`config.mk`:
```
export PLATFORM = sky130hd
export DESIGN_NAME = keyboard_top
export DESIGN_NICKNAME = d
export VERILOG_FILES = /design/src/verilog/ps2_pkg.sv /design/src/verilog/ps2_frame_rx.sv /design/src/verilog/scan_fifo.sv /design/src/verilog/key_tracker.sv /design/src/verilog/keyboard_top.sv
export SDC_FILE = /design/constraint.sdc
export NUM_CORES = 1
export LEC_CHECK = 0
export ABC_AREA = 1
export BUFFER_PORTS_ARGS = -buffer_cell sky130_fd_sc_hd__buf_4
export CORE_MARGIN = 4
export CORE_UTILIZATION = 65
export DETAILED_ROUTE_END_ITERATION = 6
export PLACE_DENSITY = 0.93
export SETUP_SLACK_MARGIN = 0.15
export SLEW_MARGIN = 20
export SYNTH_ARGS = -nofsm -noshare
export SYNTH_HDL_FRONTEND = slang
export SYNTH_SLANG_ARGS = --single-unit
```
`constraint.sdc`:
```
create_clock -name clock -period 3.7 [get_ports clock]
set_input_delay 1.11 -clock clock [delete_from_list [all_inputs] [get_ports clock]]
set_output_delay 1.11 -clock clock [all_outputs]
set_load 0.01 [all_outputs]
```
`src/verilog/ps2_pkg.sv`:
```
// shared ps2 keyboard codes and sizes; fifo_depth must stay a power of two equal to 2**fifo_addr_w
package ps2_pkg;

	// one byte as it comes off the ps2 line
	typedef logic [7:0] scan_t;

	// protocol bytes
	localparam scan_t code_break       = 8'hf0; // key released, next byte repeats the key
	localparam scan_t code_shift_left  = 8'h12;
	localparam scan_t code_shift_right = 8'h59;
	localparam scan_t code_caps        = 8'h58;

	// receiver sizing
	localparam int filter_len = 8;  // equal samples before the filtered clock flips
	localparam int frame_bits = 11; // start, 8 data, parity, stop

	// scan byte buffer
	localparam int fifo_depth  = 8;
	localparam int fifo_addr_w = 3; // log2 of fifo_depth

	// key tracker states, same order as the original keyboard fsm
	typedef enum logic [2:0]
	{
		lowercase,
		ignore_break,       // swallow the byte after f0
		shift_held,
		ignore_shift_break, // f0 seen while shifted
		caps_lock,
		ignore_caps_break   // f0 seen while in caps lock
	} key_state_t;

	// commands to the ship, 0 is unused
	typedef enum logic [3:0]
	{
		left     = 4'd1,
		right    = 4'd2,
		down     = 4'd3,
		up       = 4'd4,
		fire     = 4'd5,
		p2_up    = 4'd6,
		p2_left  = 4'd7,
		p2_down  = 4'd8,
		p2_right = 4'd9
	} ship_cmd_t;

	// caps bytes still expected before caps lock ends
	typedef logic [1:0] caps_count_t;

endpackage

```
`src/verilog/ps2_frame_rx.sv`:
```
// ps2 device-to-host frames only; no timeout, so a frame cut short is completed by the next one
`timescale 1ns/1ps

module ps2_frame_rx
(
	input  logic           clock,
	input  logic           reset,
	input  logic           ps2_clock, // async line from the keyboard
	input  logic           ps2_data,  // async, sampled on falling ps2_clock
	output logic           rx_valid,
	output ps2_pkg::scan_t rx_code
);
	import ps2_pkg::*;

	logic [1:0] clock_sync;            // two-flop synchronizer, ps2 clock
	logic [1:0] data_sync;             // two-flop synchronizer, ps2 data
	logic [filter_len-1:0] filter;     // recent clock samples
	logic filt_level;                  // filtered ps2 clock
	logic filt_next;
	logic fall;                        // filtered clock 1 -> 0 this cycle
	logic receiving;                   // inside a frame
	logic [3:0] bit_cnt;               // bits already captured
	logic [frame_bits-1:0] frame;      // lsb first, start bit ends up in bit 0
	logic [frame_bits-1:0] frame_next;
	logic last_bit;                    // current edge samples the stop bit
	logic frame_ok;

	// hysteresis, level only moves when the whole window agrees
	always_comb
	begin
		if (&filter)
			filt_next = 1'b1;
		else if (~|filter)
			filt_next = 1'b0;
		else
			filt_next = filt_level;
	end

	assign fall = filt_level & ~filt_next;

	assign frame_next = {data_sync[1], frame[frame_bits-1:1]}; // shift right, new bit at top
	assign last_bit   = receiving && (bit_cnt == 4'(frame_bits - 1));

	// start low, stop high, odd parity over data plus parity bit
	assign frame_ok = ~frame_next[0]
		& frame_next[frame_bits-1]
		& (^frame_next[frame_bits-2:1]);

	// control side
	always_ff @(posedge clock or posedge reset)
	begin
		if (reset)
		begin
			clock_sync <= 2'b11; // idle bus is high
			data_sync  <= 2'b11;
			filter     <= '1;
			filt_level <= 1'b1;
			receiving  <= 1'b0;
			bit_cnt    <= '0;
			rx_valid   <= 1'b0;
		end
		else
		begin
			clock_sync <= {clock_sync[0], ps2_clock};
			data_sync  <= {data_sync[0], ps2_data};
			filter     <= {clock_sync[1], filter[filter_len-1:1]};
			filt_level <= filt_next;
			rx_valid   <= 1'b0; // single cycle pulse

			if (fall)
			begin
				if (!receiving)
				begin
					receiving <= 1'b1; // this edge took the start bit
					bit_cnt   <= 4'd1;
				end
				else if (last_bit)
				begin
					receiving <= 1'b0;
					bit_cnt   <= '0;
					rx_valid  <= frame_ok; // bad frames just vanish
				end
				else
					bit_cnt <= bit_cnt + 4'd1;
			end
		end
	end

	// payload side
	always_ff @(posedge clock)
	begin
		if (fall)
			frame <= frame_next;
		if (fall && last_bit)
			rx_code <= frame_next[8:1]; // data byte, lands with rx_valid
	end

	// a frame takes many ps2 edges, two back to back pulses mean the counter broke
	assert property (@(posedge clock) disable iff (reset) rx_valid |=> !rx_valid)
		else $error("rx_valid high for two cycles");

endmodule

```
`src/verilog/scan_fifo.sv`:
```
// push side has no ready; a push into a full buffer without a pop in the same cycle is lost
`timescale 1ns/1ps

module scan_fifo
(
	input  logic           clock,
	input  logic           reset,
	input  logic           push,
	input  ps2_pkg::scan_t push_code,
	output logic           pop_valid,
	output ps2_pkg::scan_t pop_code,  // head entry
	input  logic           pop_ready
);
	import ps2_pkg::*;

	scan_t mem [fifo_depth];            // circular storage
	logic [fifo_addr_w-1:0] wr_ptr;
	logic [fifo_addr_w-1:0] rd_ptr;
	logic [fifo_addr_w:0] count;        // occupancy, 0..fifo_depth
	logic full;
	logic do_push;
	logic do_pop;

	assign full      = (count == (fifo_addr_w + 1)'(fifo_depth));
	assign pop_valid = (count != '0);
	assign pop_code  = mem[rd_ptr];
	assign do_pop    = pop_valid & pop_ready;
	assign do_push   = push & (~full | do_pop); // full but popping, room frees this edge

	// pointers and count
	always_ff @(posedge clock or posedge reset)
	begin
		if (reset)
		begin
			wr_ptr <= '0;
			rd_ptr <= '0;
			count  <= '0;
		end
		else
		begin
			if (do_push)
				wr_ptr <= wr_ptr + 1'b1; // wraps, depth is a power of two
			if (do_pop)
				rd_ptr <= rd_ptr + 1'b1;

			case ({do_push, do_pop})
				2'b10: count <= count + 1'b1;
				2'b01: count <= count - 1'b1;
				default: count <= count; // both or neither
			endcase
		end
	end

	// storage write
	always_ff @(posedge clock)
	begin
		if (do_push)
			mem[wr_ptr] <= push_code;
	end

	assert property (@(posedge clock) disable iff (reset)
		count <= (fifo_addr_w + 1)'(fifo_depth))
		else $error("fifo occupancy above depth");

	// head must not move under a stalled consumer
	assert property (@(posedge clock) disable iff (reset)
		pop_valid && !pop_ready |=> $stable(pop_code))
		else $error("pop_code changed while stalled");

endmodule

```
`src/verilog/key_tracker.sv`:
```
// one command held at a time; no byte is taken while a command waits, shift and caps do not stack
`timescale 1ns/1ps

module key_tracker
(
	input  logic               clock,
	input  logic               reset,
	input  logic               code_valid,
	input  ps2_pkg::scan_t     code,
	output logic               code_ready,
	output logic               cmd_valid,
	output ps2_pkg::ship_cmd_t cmd,
	output logic               cmd_upper,
	input  logic               cmd_ready
);
	import ps2_pkg::*;

	key_state_t state;
	key_state_t state_next;
	scan_t shift_key;        // which shift went down
	scan_t shift_next;
	caps_count_t caps_left;  // caps bytes before lock ends
	caps_count_t caps_next;
	logic pop;               // byte taken this cycle
	logic is_shift;
	logic upper;             // case at the moment of the pop
	logic load;              // popped byte makes a command

	// scan code to ship command, unknown keys default to up
	function automatic ship_cmd_t map_scan(input scan_t sc);
		case (sc)
			8'h1c: return left;     // a
			8'h23: return right;    // d
			8'h1b: return down;     // s
			8'h1d: return up;       // w
			8'h29: return fire;     // space
			8'h75: return p2_up;    // arrow keys for a second player
			8'h6b: return p2_left;
			8'h72: return p2_down;
			8'h74: return p2_right;
			default: return up;
		endcase
	endfunction

	assign code_ready = ~cmd_valid;
	assign pop        = code_valid & code_ready;
	assign is_shift   = (code == code_shift_left) || (code == code_shift_right);
	assign upper      = (state == shift_held) || (state == caps_lock);

	always_comb
	begin
		state_next = state;
		shift_next = shift_key;
		caps_next  = caps_left;
		load       = 1'b0;

		if (pop)
		begin
			case (state)
				lowercase:
				begin
					if (is_shift)
					begin
						shift_next = code;
						state_next = shift_held;
					end
					else if (code == code_caps)
					begin
						caps_next  = 2'd3; // press, release, press, release
						state_next = caps_lock;
					end
					else if (code == code_break)
						state_next = ignore_break;
					else
						load = 1'b1;
				end

				ignore_break:
					state_next = lowercase; // repeated key code

				shift_held:
				begin
					if (code == code_break)
						state_next = ignore_shift_break;
					else if (!is_shift && code != code_caps)
						load = 1'b1; // shift repeats and caps ignored
				end

				ignore_shift_break:
					state_next = (code == shift_key) ? lowercase : shift_held;

				caps_lock:
				begin
					if (code == code_caps)
					begin
						caps_next = caps_left - 2'd1;
						if (caps_left == 2'd1)
							state_next = lowercase; // count hits zero
					end
					else if (code == code_break)
						state_next = ignore_caps_break;
					else if (!is_shift)
						load = 1'b1;
				end

				ignore_caps_break:
				begin
					state_next = caps_lock;
					if (code == code_caps)
					begin
						caps_next = caps_left - 2'd1; // released caps counts too
						if (caps_left == 2'd1)
							state_next = lowercase;
					end
				end

				default:
					state_next = lowercase;
			endcase
		end
	end

	always_ff @(posedge clock or posedge reset)
	begin
		if (reset)
		begin
			state     <= lowercase;
			shift_key <= '0;
			caps_left <= '0;
			cmd_valid <= 1'b0;
		end
		else
		begin
			state     <= state_next;
			shift_key <= shift_next;
			caps_left <= caps_next;
			if (load)
				cmd_valid <= 1'b1;
			else if (cmd_ready)
				cmd_valid <= 1'b0; // handshake done
		end
	end

	// output register, only loads while cmd_valid is low
	always_ff @(posedge clock)
	begin
		if (load)
		begin
			cmd       <= map_scan(code);
			cmd_upper <= upper;
		end
	end

	assert property (@(posedge clock) disable iff (reset)
		cmd_valid && !cmd_ready |=> $stable(cmd) && $stable(cmd_upper))
		else $error("command changed while stalled");

endmodule

```
`src/verilog/keyboard_top.sv`:
```
// ps2 keyboard to ship commands; ps2 lines are async, frames lost once the scan fifo fills
`timescale 1ns/1ps

module keyboard_top
(
	input  logic               clock,
	input  logic               reset,
	input  logic               ps2_clock,
	input  logic               ps2_data,
	output logic               cmd_valid,
	output ps2_pkg::ship_cmd_t cmd,
	output logic               cmd_upper,
	input  logic               cmd_ready
);
	import ps2_pkg::*;

	logic  rx_valid;   // one pulse per good frame
	scan_t rx_code;
	logic  fifo_valid;
	scan_t fifo_code;
	logic  fifo_ready; // tracker free

	ps2_frame_rx u_rx
	(
		.clock     (clock),
		.reset     (reset),
		.ps2_clock (ps2_clock),
		.ps2_data  (ps2_data),
		.rx_valid  (rx_valid),
		.rx_code   (rx_code)
	);

	scan_fifo u_fifo
	(
		.clock     (clock),
		.reset     (reset),
		.push      (rx_valid),
		.push_code (rx_code),
		.pop_valid (fifo_valid),
		.pop_code  (fifo_code),
		.pop_ready (fifo_ready)
	);

	key_tracker u_tracker
	(
		.clock      (clock),
		.reset      (reset),
		.code_valid (fifo_valid),
		.code       (fifo_code),
		.code_ready (fifo_ready),
		.cmd_valid  (cmd_valid),
		.cmd        (cmd),
		.cmd_upper  (cmd_upper),
		.cmd_ready  (cmd_ready)
	);

endmodule

```
==> results.ini, run 1 <==
[run_status]
status = finished clean

[global_route]
grt_usage_pct = 24.2
antenna_found_initial = 0
grt.overflow.total = 0
grt_pass1_wl_um = 20900
grt_max_degree = 33
grt_pass1_vias = 4300

[timing]
report.final.slew_viol_count = 0
max_slew_margin_pct = 42.9
rsz0062_at_grt = false
fin_crit_sh_pct = 76.2
hold_violations = 0
tightestPinTransition_ns = 0.853
min_period_ns = 2.82
finClkSkew_ns = 0.00781
finalSetupTns_ns = 0
fmax_mhz = 355
final-setup-viol-count = 0

[floorplanning]
die-height_um = 105
num_rows = 34
start_util_pct = 68.1
pin_count = 11
dieArea_um2 = 10900
core-area_um2 = 8890
dieWidth_um = 105

[final_layout]
layout_commonest_cell = nand2_1
final_cell_mix = 175 x nand2_1, 95 x inv_1, 87 x edfxtp_1
multiInputGateArea_um2 = 1880
syn_to_final_growth_pct = 11.6
drive_gt1_share_pct = 14.2
seq_area_um2 = 3700
final.fill_count = 506
nets = 640
antenna_cells = 0
fin_util_pct = 76.1

[hold_path]
hp-start = u_rx.clock_sync[1]$_DFF_PP1_
min_path_type = reg2reg

[place]
port_buffers = 10
dp_hpwl_um = 8140
gp_congestion = 0.889

[clock_network]
clk_path_buf_depth = 2
clkTransAtPathRegs_ns = 0.06
cts_root_buf = clkbuf_8
cts_buffers = 17
h-tree-depth = 4
cts_tree = yes
post_cts_buffers = 0
clkSinkCount = 130
cts_resized = 0
insertion_delay_ns = 0.52
ctsHoldBuffers = 0

[synth]
ys_types = 37
syn-num-nets = 621
syn-cell-area_um2 = 6060
synth_warnings = 0
yosys_register_bits = 130
yosysTopAreaCell = edfxtp_1
syn_inst = 607
syn_avg_cell_area_um2 = 9.98
yosysTopAreaCellShare_pct = 43.1
seq_area_frac_synth_pct = 61.2
synth_area_leaders = edfxtp_1 43%, dfrtp_1 12%, nand2_1 11%

[detailed_routing]
wl_per_cell_um = 16.7
via_per_inst = 5.71
drtPass1Iterations = 5
drt_iter0_markers = 464
drc = 0
ant_nets = 0
routed_wirelength_um = 12500
vias = 4263

[setup_path]
reg2reg_slack_ns = 0.88
cp-start-kind = flop
required_ns = 3.88
cp_data_arrival_time_ns = 3.00
worstSetupPathType = reg2reg
crit_start = u_fifo.rd_ptr[0]$_DFFE_PP0P_
reg2reg_from = u_fifo.rd_ptr[0]$_DFFE_PP0P_
endpoint_kind = flop
cp_max_fo = 32

[power_and_ir_drop]
total_power_w = 0.00323
power_density_nw_per_um2 = 477
leakagePower_nw = 3.03
ir_worst_vdd_mv = 0.406

[run]
max-cap-violations = 0

## worst max-delay path, cell delays in order, from the launching register on
cell and delay (ns):
dfrtp_1 0.74, inv_4 0.27, nand2_1 0.14, nand3_1 0.11
nand3_2 0.16, nand2_2 0.12, nand2_4 0.12, nor2_2 0.05
nand2_1 0.11, nand2_4 0.10, nor2_1 0.10, o211ai_1 0.10
nor2_1 0.34
## layout make-up
type	count	area share [%]
inverter	99	5.57
clock buffer	20	6.44
multi-input combinational	366	27.7
tap	108	2.00
clock inverter	12	2.15
timing repair buffer	12	1.33
sequential	130	54.8
## logic make-up (layout without fill, tap and decap cells)
group	count (synthesis)	count (layout)	share of synthesized area [%]
XOR/XNOR	15	15	2.17
AND/OR/NAND/NOR	311	311	23.6
AO/OA/AOI/OAI	31	31	3.22
adder cells (fa/ha/maj)	9	9	1.98
flip-flops	130	130	61.2
buffers and inverters	111	143	7.87
## metal layers
layer | part of all wire (%) | global-route usage (%)
met4 | 2.5 | 11.2
met2 | 52 | 40.7
met5 | 0 | 0
met3 | 5.6 | 5.98
met1 | 39 | 29.6
## per-stage QoR
step	area (um2)	cells	setup slack (ns)	hold slack (ns)
6_report	6760	747	0.882	0.357
2_1_floorplan	6060	607	1.61	0.345
3_3_place_gp	6180	715	1.15	0.346
3_5_place_dp	6180	715	1.03	0.351
5_1_grt	6760	747	0.679	0.358
4_1_cts	6760	747	0.973	0.357
## registers in the layout (all words and copies together), names as in the netlist
| register | flops |
|---|---|
| u_fifo.count | 4 |
| u_fifo.mem | 64 |
| u_fifo.rd_ptr | 3 |
| u_fifo.wr_ptr | 3 |
| u_rx.bit_cnt | 4 |
| u_rx.clock_sync | 2 |
| u_rx.data_sync | 2 |
| u_rx.filt_level | 1 |
| u_rx.filter | 8 |
| u_rx.frame | 10 |
| u_rx.receiving | 1 |
| u_rx.rx_code | 8 |
| u_rx.rx_valid | 1 |
| u_tracker.caps_left | 2 |
| u_tracker.cmd | 4 |
| u_tracker.cmd_upper | 1 |
| u_tracker.cmd_valid | 1 |
| u_tracker.shift_key | 8 |
| u_tracker.state | 3 |
## where the power goes
part | internal (W) | switching, W | total [W]
clock network | 0.000995 | 0.000659 | 0.00165
logic | 0.00000517 | 0.0000127 | 0.0000178
registers | 0.00155 | 0.00000487 | 0.00156
total | 0.00255 | 0.000676 | 0.00323
## Yosys cell counts (all sizes together)
library cell,number
dfrtp,30
nor4,2
o22ai,1
a31oi,1
dfstp,13
or2,2
edfxtp,87
ha,8
o21ai,25
a211oi,2
or4,1
inv,99
a21oi,1
fa,1
xor2,9
nand4,6
xnor2,6
buf,12
nor3,5
o211ai,1
nor2,43
nand3,58
nand2,193
nand3b,1
## worst paths after layout
| kind | end | cells past startpoint |
|---|---|---|
| max in group asynchronous | u_rx.filter[7]$_DFF_PP1_ | 3 |
| hold reg to reg | u_rx.filter[7]$_DFF_PP1_ | 0 |
| setup reg to reg | u_tracker.cmd[2]$_DFFE_PP_ | 12 |
| setup / recovery | u_tracker.cmd[2]$_DFFE_PP_ | 12 |
| hold / removal | u_rx.filter[7]$_DFF_PP1_ | 0 |
| min in group asynchronous | u_fifo.count[1]$_DFFE_PP0P_ | 2 |
Note: power is estimated with default switching activity, not from simulation.
==> run 2: changes to the inputs <==
--- a/config.mk
+++ b/config.mk
@@ -8,9 +8,9 @@
 export ABC_AREA = 1
 export BUFFER_PORTS_ARGS = -buffer_cell sky130_fd_sc_hd__buf_4
 export CORE_MARGIN = 4
-export CORE_UTILIZATION = 65
+export CORE_UTILIZATION = 56
 export DETAILED_ROUTE_END_ITERATION = 6
-export PLACE_DENSITY = 0.93
+export PLACE_DENSITY = 0.86
 export SETUP_SLACK_MARGIN = 0.15
 export SLEW_MARGIN = 20
 export SYNTH_ARGS = -nofsm -noshare
==> constraint.sdc (replaced) <==
create_clock -name clock -period 2.52 [get_ports clock]
set_input_delay 0.756 -clock clock [delete_from_list [all_inputs] [get_ports clock]]
set_output_delay 0.756 -clock clock [all_outputs]
set_load 0.01 [all_outputs]
==> run 2 against run 1 <==
Compared with the run above: cell area up 3.1%; sequential share of layout area shrank 1.6 points; core utilization fell by 9.1 points; register-to-register slack lost 0.58 ns; non-clock buffer count grew 22; cell count is 6.7% higher; flip-flop and latch count did not move; global-route usage shrank 2.8 points; wire length hardly changed; worst setup slack got worse by 0.58 ns; fmax increased by 27%.
==> results.ini, run 2 (synthesis results as in run 1) <==
[clock_network]
clk_path_buf_depth = 2
h-tree-depth = 4
cts_tree = yes
cts_root_buf = clkbuf_8
clkSinkCount = 130
clkTransAtPathRegs_ns = 0.06
cts_buffers = 17
insertion_delay_ns = 0.52

[power_and_ir_drop]
power.internal_w = 0.00374
ir_worst_vdd_mv = 0.680
power_frac_comb_pct = 0.6
total_power_w = 0.00465
clkPwrFrac_pct = 50.2
switchingPower_w = 0.000910
power_density_nw_per_um2 = 667
leakagePower_nw = 3.12
seq_power_share_pct = 49.2
swShare_pct = 19.6

[global_route]
grt_pass1_vias = 4401
grt_usage_pct = 21.4
grt_pass1_wl_um = 21400
antenna_found_initial = 0
grt.overflow.total = 0
grt_max_degree = 44

[place]
place_inst = 763
dp_hpwl_um = 8250
gp_congestion = 0.879
port_buffers = 10

[detailed_routing]
drtPass1Iterations = 5
ant_nets = 0
routed_wirelength_um = 12500
via_per_inst = 5.30
vias = 4221
drt_iter0_markers = 422
wl_per_cell_um = 15.7
drc = 0

[final_layout]
reg.largest.list = u_fifo.mem (64), u_rx.frame (10)
layout_commonest_cell = nand2_1
final_cell_mix = 174 x nand2_1, 95 x inv_1, 87 x edfxtp_1
max_flop_register = u_fifo.mem
drive_gt1_share_pct = 17.2
final.fill_count = 739
largest_register_ffs = 64
antenna_cells = 0
layout.cells.non_filler = 797
nets = 662
syn_to_final_growth_pct = 15.1

[timing]
fmax_mhz = 452
hold_violations = 0
rsz0062_at_grt = false
finalSetupTns_ns = 0
max_slew_margin_pct = 64.2
report.final.slew_viol_count = 0
tightestPinTransition_ns = 0.537
whs_ns = 0.335
fin_crit_sh_pct = 87.9
min_period_ns = 2.21
final-setup-viol-count = 0
finClkSkew_ns = 0.00755

[hold_path]
min_path_type = in2reg

[setup_path]
cp-start-kind = flop
cpPeakStageDelay_ns = 0.51
cp_cell_sequence = buf_6, nand2_1, nand3_1, nand2_1, o21ai_0, nor2_1, nand2_1, inv_1, nand2_1, o21ai_0, or2_2
cp_data_arrival_time_ns = 2.49
critPathSlowestCell = dfrtp_2
cp_num_buf_inv = 2
crit_family = simple AND/OR/NAND/NOR gates
cpMostUsedCell = nand2_1
worstSetupPathType = reg2reg
cp_max_fo = 12
required_ns = 2.79
endpoint_kind = flop

[run]
max-cap-violations = 0

[floorplanning]
core-area_um2 = 10400
pin_count = 11
dieWidth_um = 112
start_util_pct = 58.2
dieArea_um2 = 12500
num_rows = 37
die-height_um = 112

[run_status]
status = finished clean

run 2: per-stage QoR:
step	area [um2]	worst slack, ns	utilization, %
after global placement	6370	0.240	61.1
after global routing	6980	0.152	67.0
after detailed placement	6370	0.203	61.1
after CTS	6930	0.164	66.6
final	6980	0.306	67.0
after floorplan	6060	0.438	-
run 2: layout make-up:
| type | count | area [um2] | area share (%) |
|---|---|---|---|
| Sequential cell | 130 | 3710 | 53.1 |
| Multi-Input combinational cell | 366 | 1890 | 27.0 |
| Clock buffer | 23 | 457 | 6.55 |
| Inverter | 99 | 382 | 5.47 |
| Timing Repair Buffer | 34 | 267 | 3.82 |
| Tap cell | 136 | 170 | 2.44 |
| Clock inverter | 9 | 108 | 1.54 |
run 2: path summary, 6_finish.rpt:
check / startpoint / endpoint / slack (ns) / depth (start not counted)
worst min register to register: u_rx.clock_sync[0]$_DFF_PP1_ / u_rx.clock_sync[1]$_DFF_PP1_ / 0.36 / 0
worst max-delay path: u_fifo.rd_ptr[0]$_DFFE_PP0P_ / u_tracker.cmd[0]$_DFFE_PP_ / 0.31 / 11
worst max register to register: u_fifo.rd_ptr[0]$_DFFE_PP0P_ / u_tracker.cmd[0]$_DFFE_PP_ / 0.31 / 11
worst min-delay path: ps2_data / u_rx.data_sync[0]$_DFF_PP1_ / 0.33 / 1
max in group asynchronous: reset / u_fifo.rd_ptr[0]$_DFFE_PP0P_ / 1.74 / 3
min in group asynchronous: reset / u_fifo.rd_ptr[2]$_DFFE_PP0P_ / 0.39 / 3
run 2: worst register-to-register path, cell delays in order, from the launching register on:
cell	delay (ns)
dfrtp_2	0.51
buf_6	0.20
nand2_1	0.06
nand3_1	0.08
nand2_1	0.06
o21ai_0	0.39
nor2_1	0.08
nand2_1	0.10
inv_1	0.04
nand2_1	0.09
o21ai_0	0.08
or2_2	0.27
run 2: per-layer routing:
metal  global-route usage (%)  vias up  share of wire, %
met5                        0        -                 0
met3                     5.18       38               4.9
li1                         -     2028                 -
met4                     9.05        0               2.9
met1                     25.6     1995                41
met2                     37.1      160                51
run 2: power by group through the flow:
| stage | clock network [W] | logic [W] | registers [W] |
|---|---|---|---|
| 2_1_floorplan | 0 | 0.0000159 | 0.00233 |
| 3_3_place_gp | 0 | 0.0000257 | 0.00233 |
| 3_5_place_dp | 0 | 0.0000277 | 0.00233 |
| 4_1_cts | 0.00236 | 0.0000294 | 0.00229 |
| 5_1_grt | 0.00247 | 0.0000335 | 0.00229 |
| 6_report | 0.00234 | 0.0000286 | 0.00229 |
run 2: timing repair:
| action | CTS | global route |
|---|---|---|
| gates resized for setup | 0 | 10 |
| buffers inserted | 0 | 2 |
| endpoints found under the setup margin | 0 | 20 |
| hold buffers | 0 | 0 |
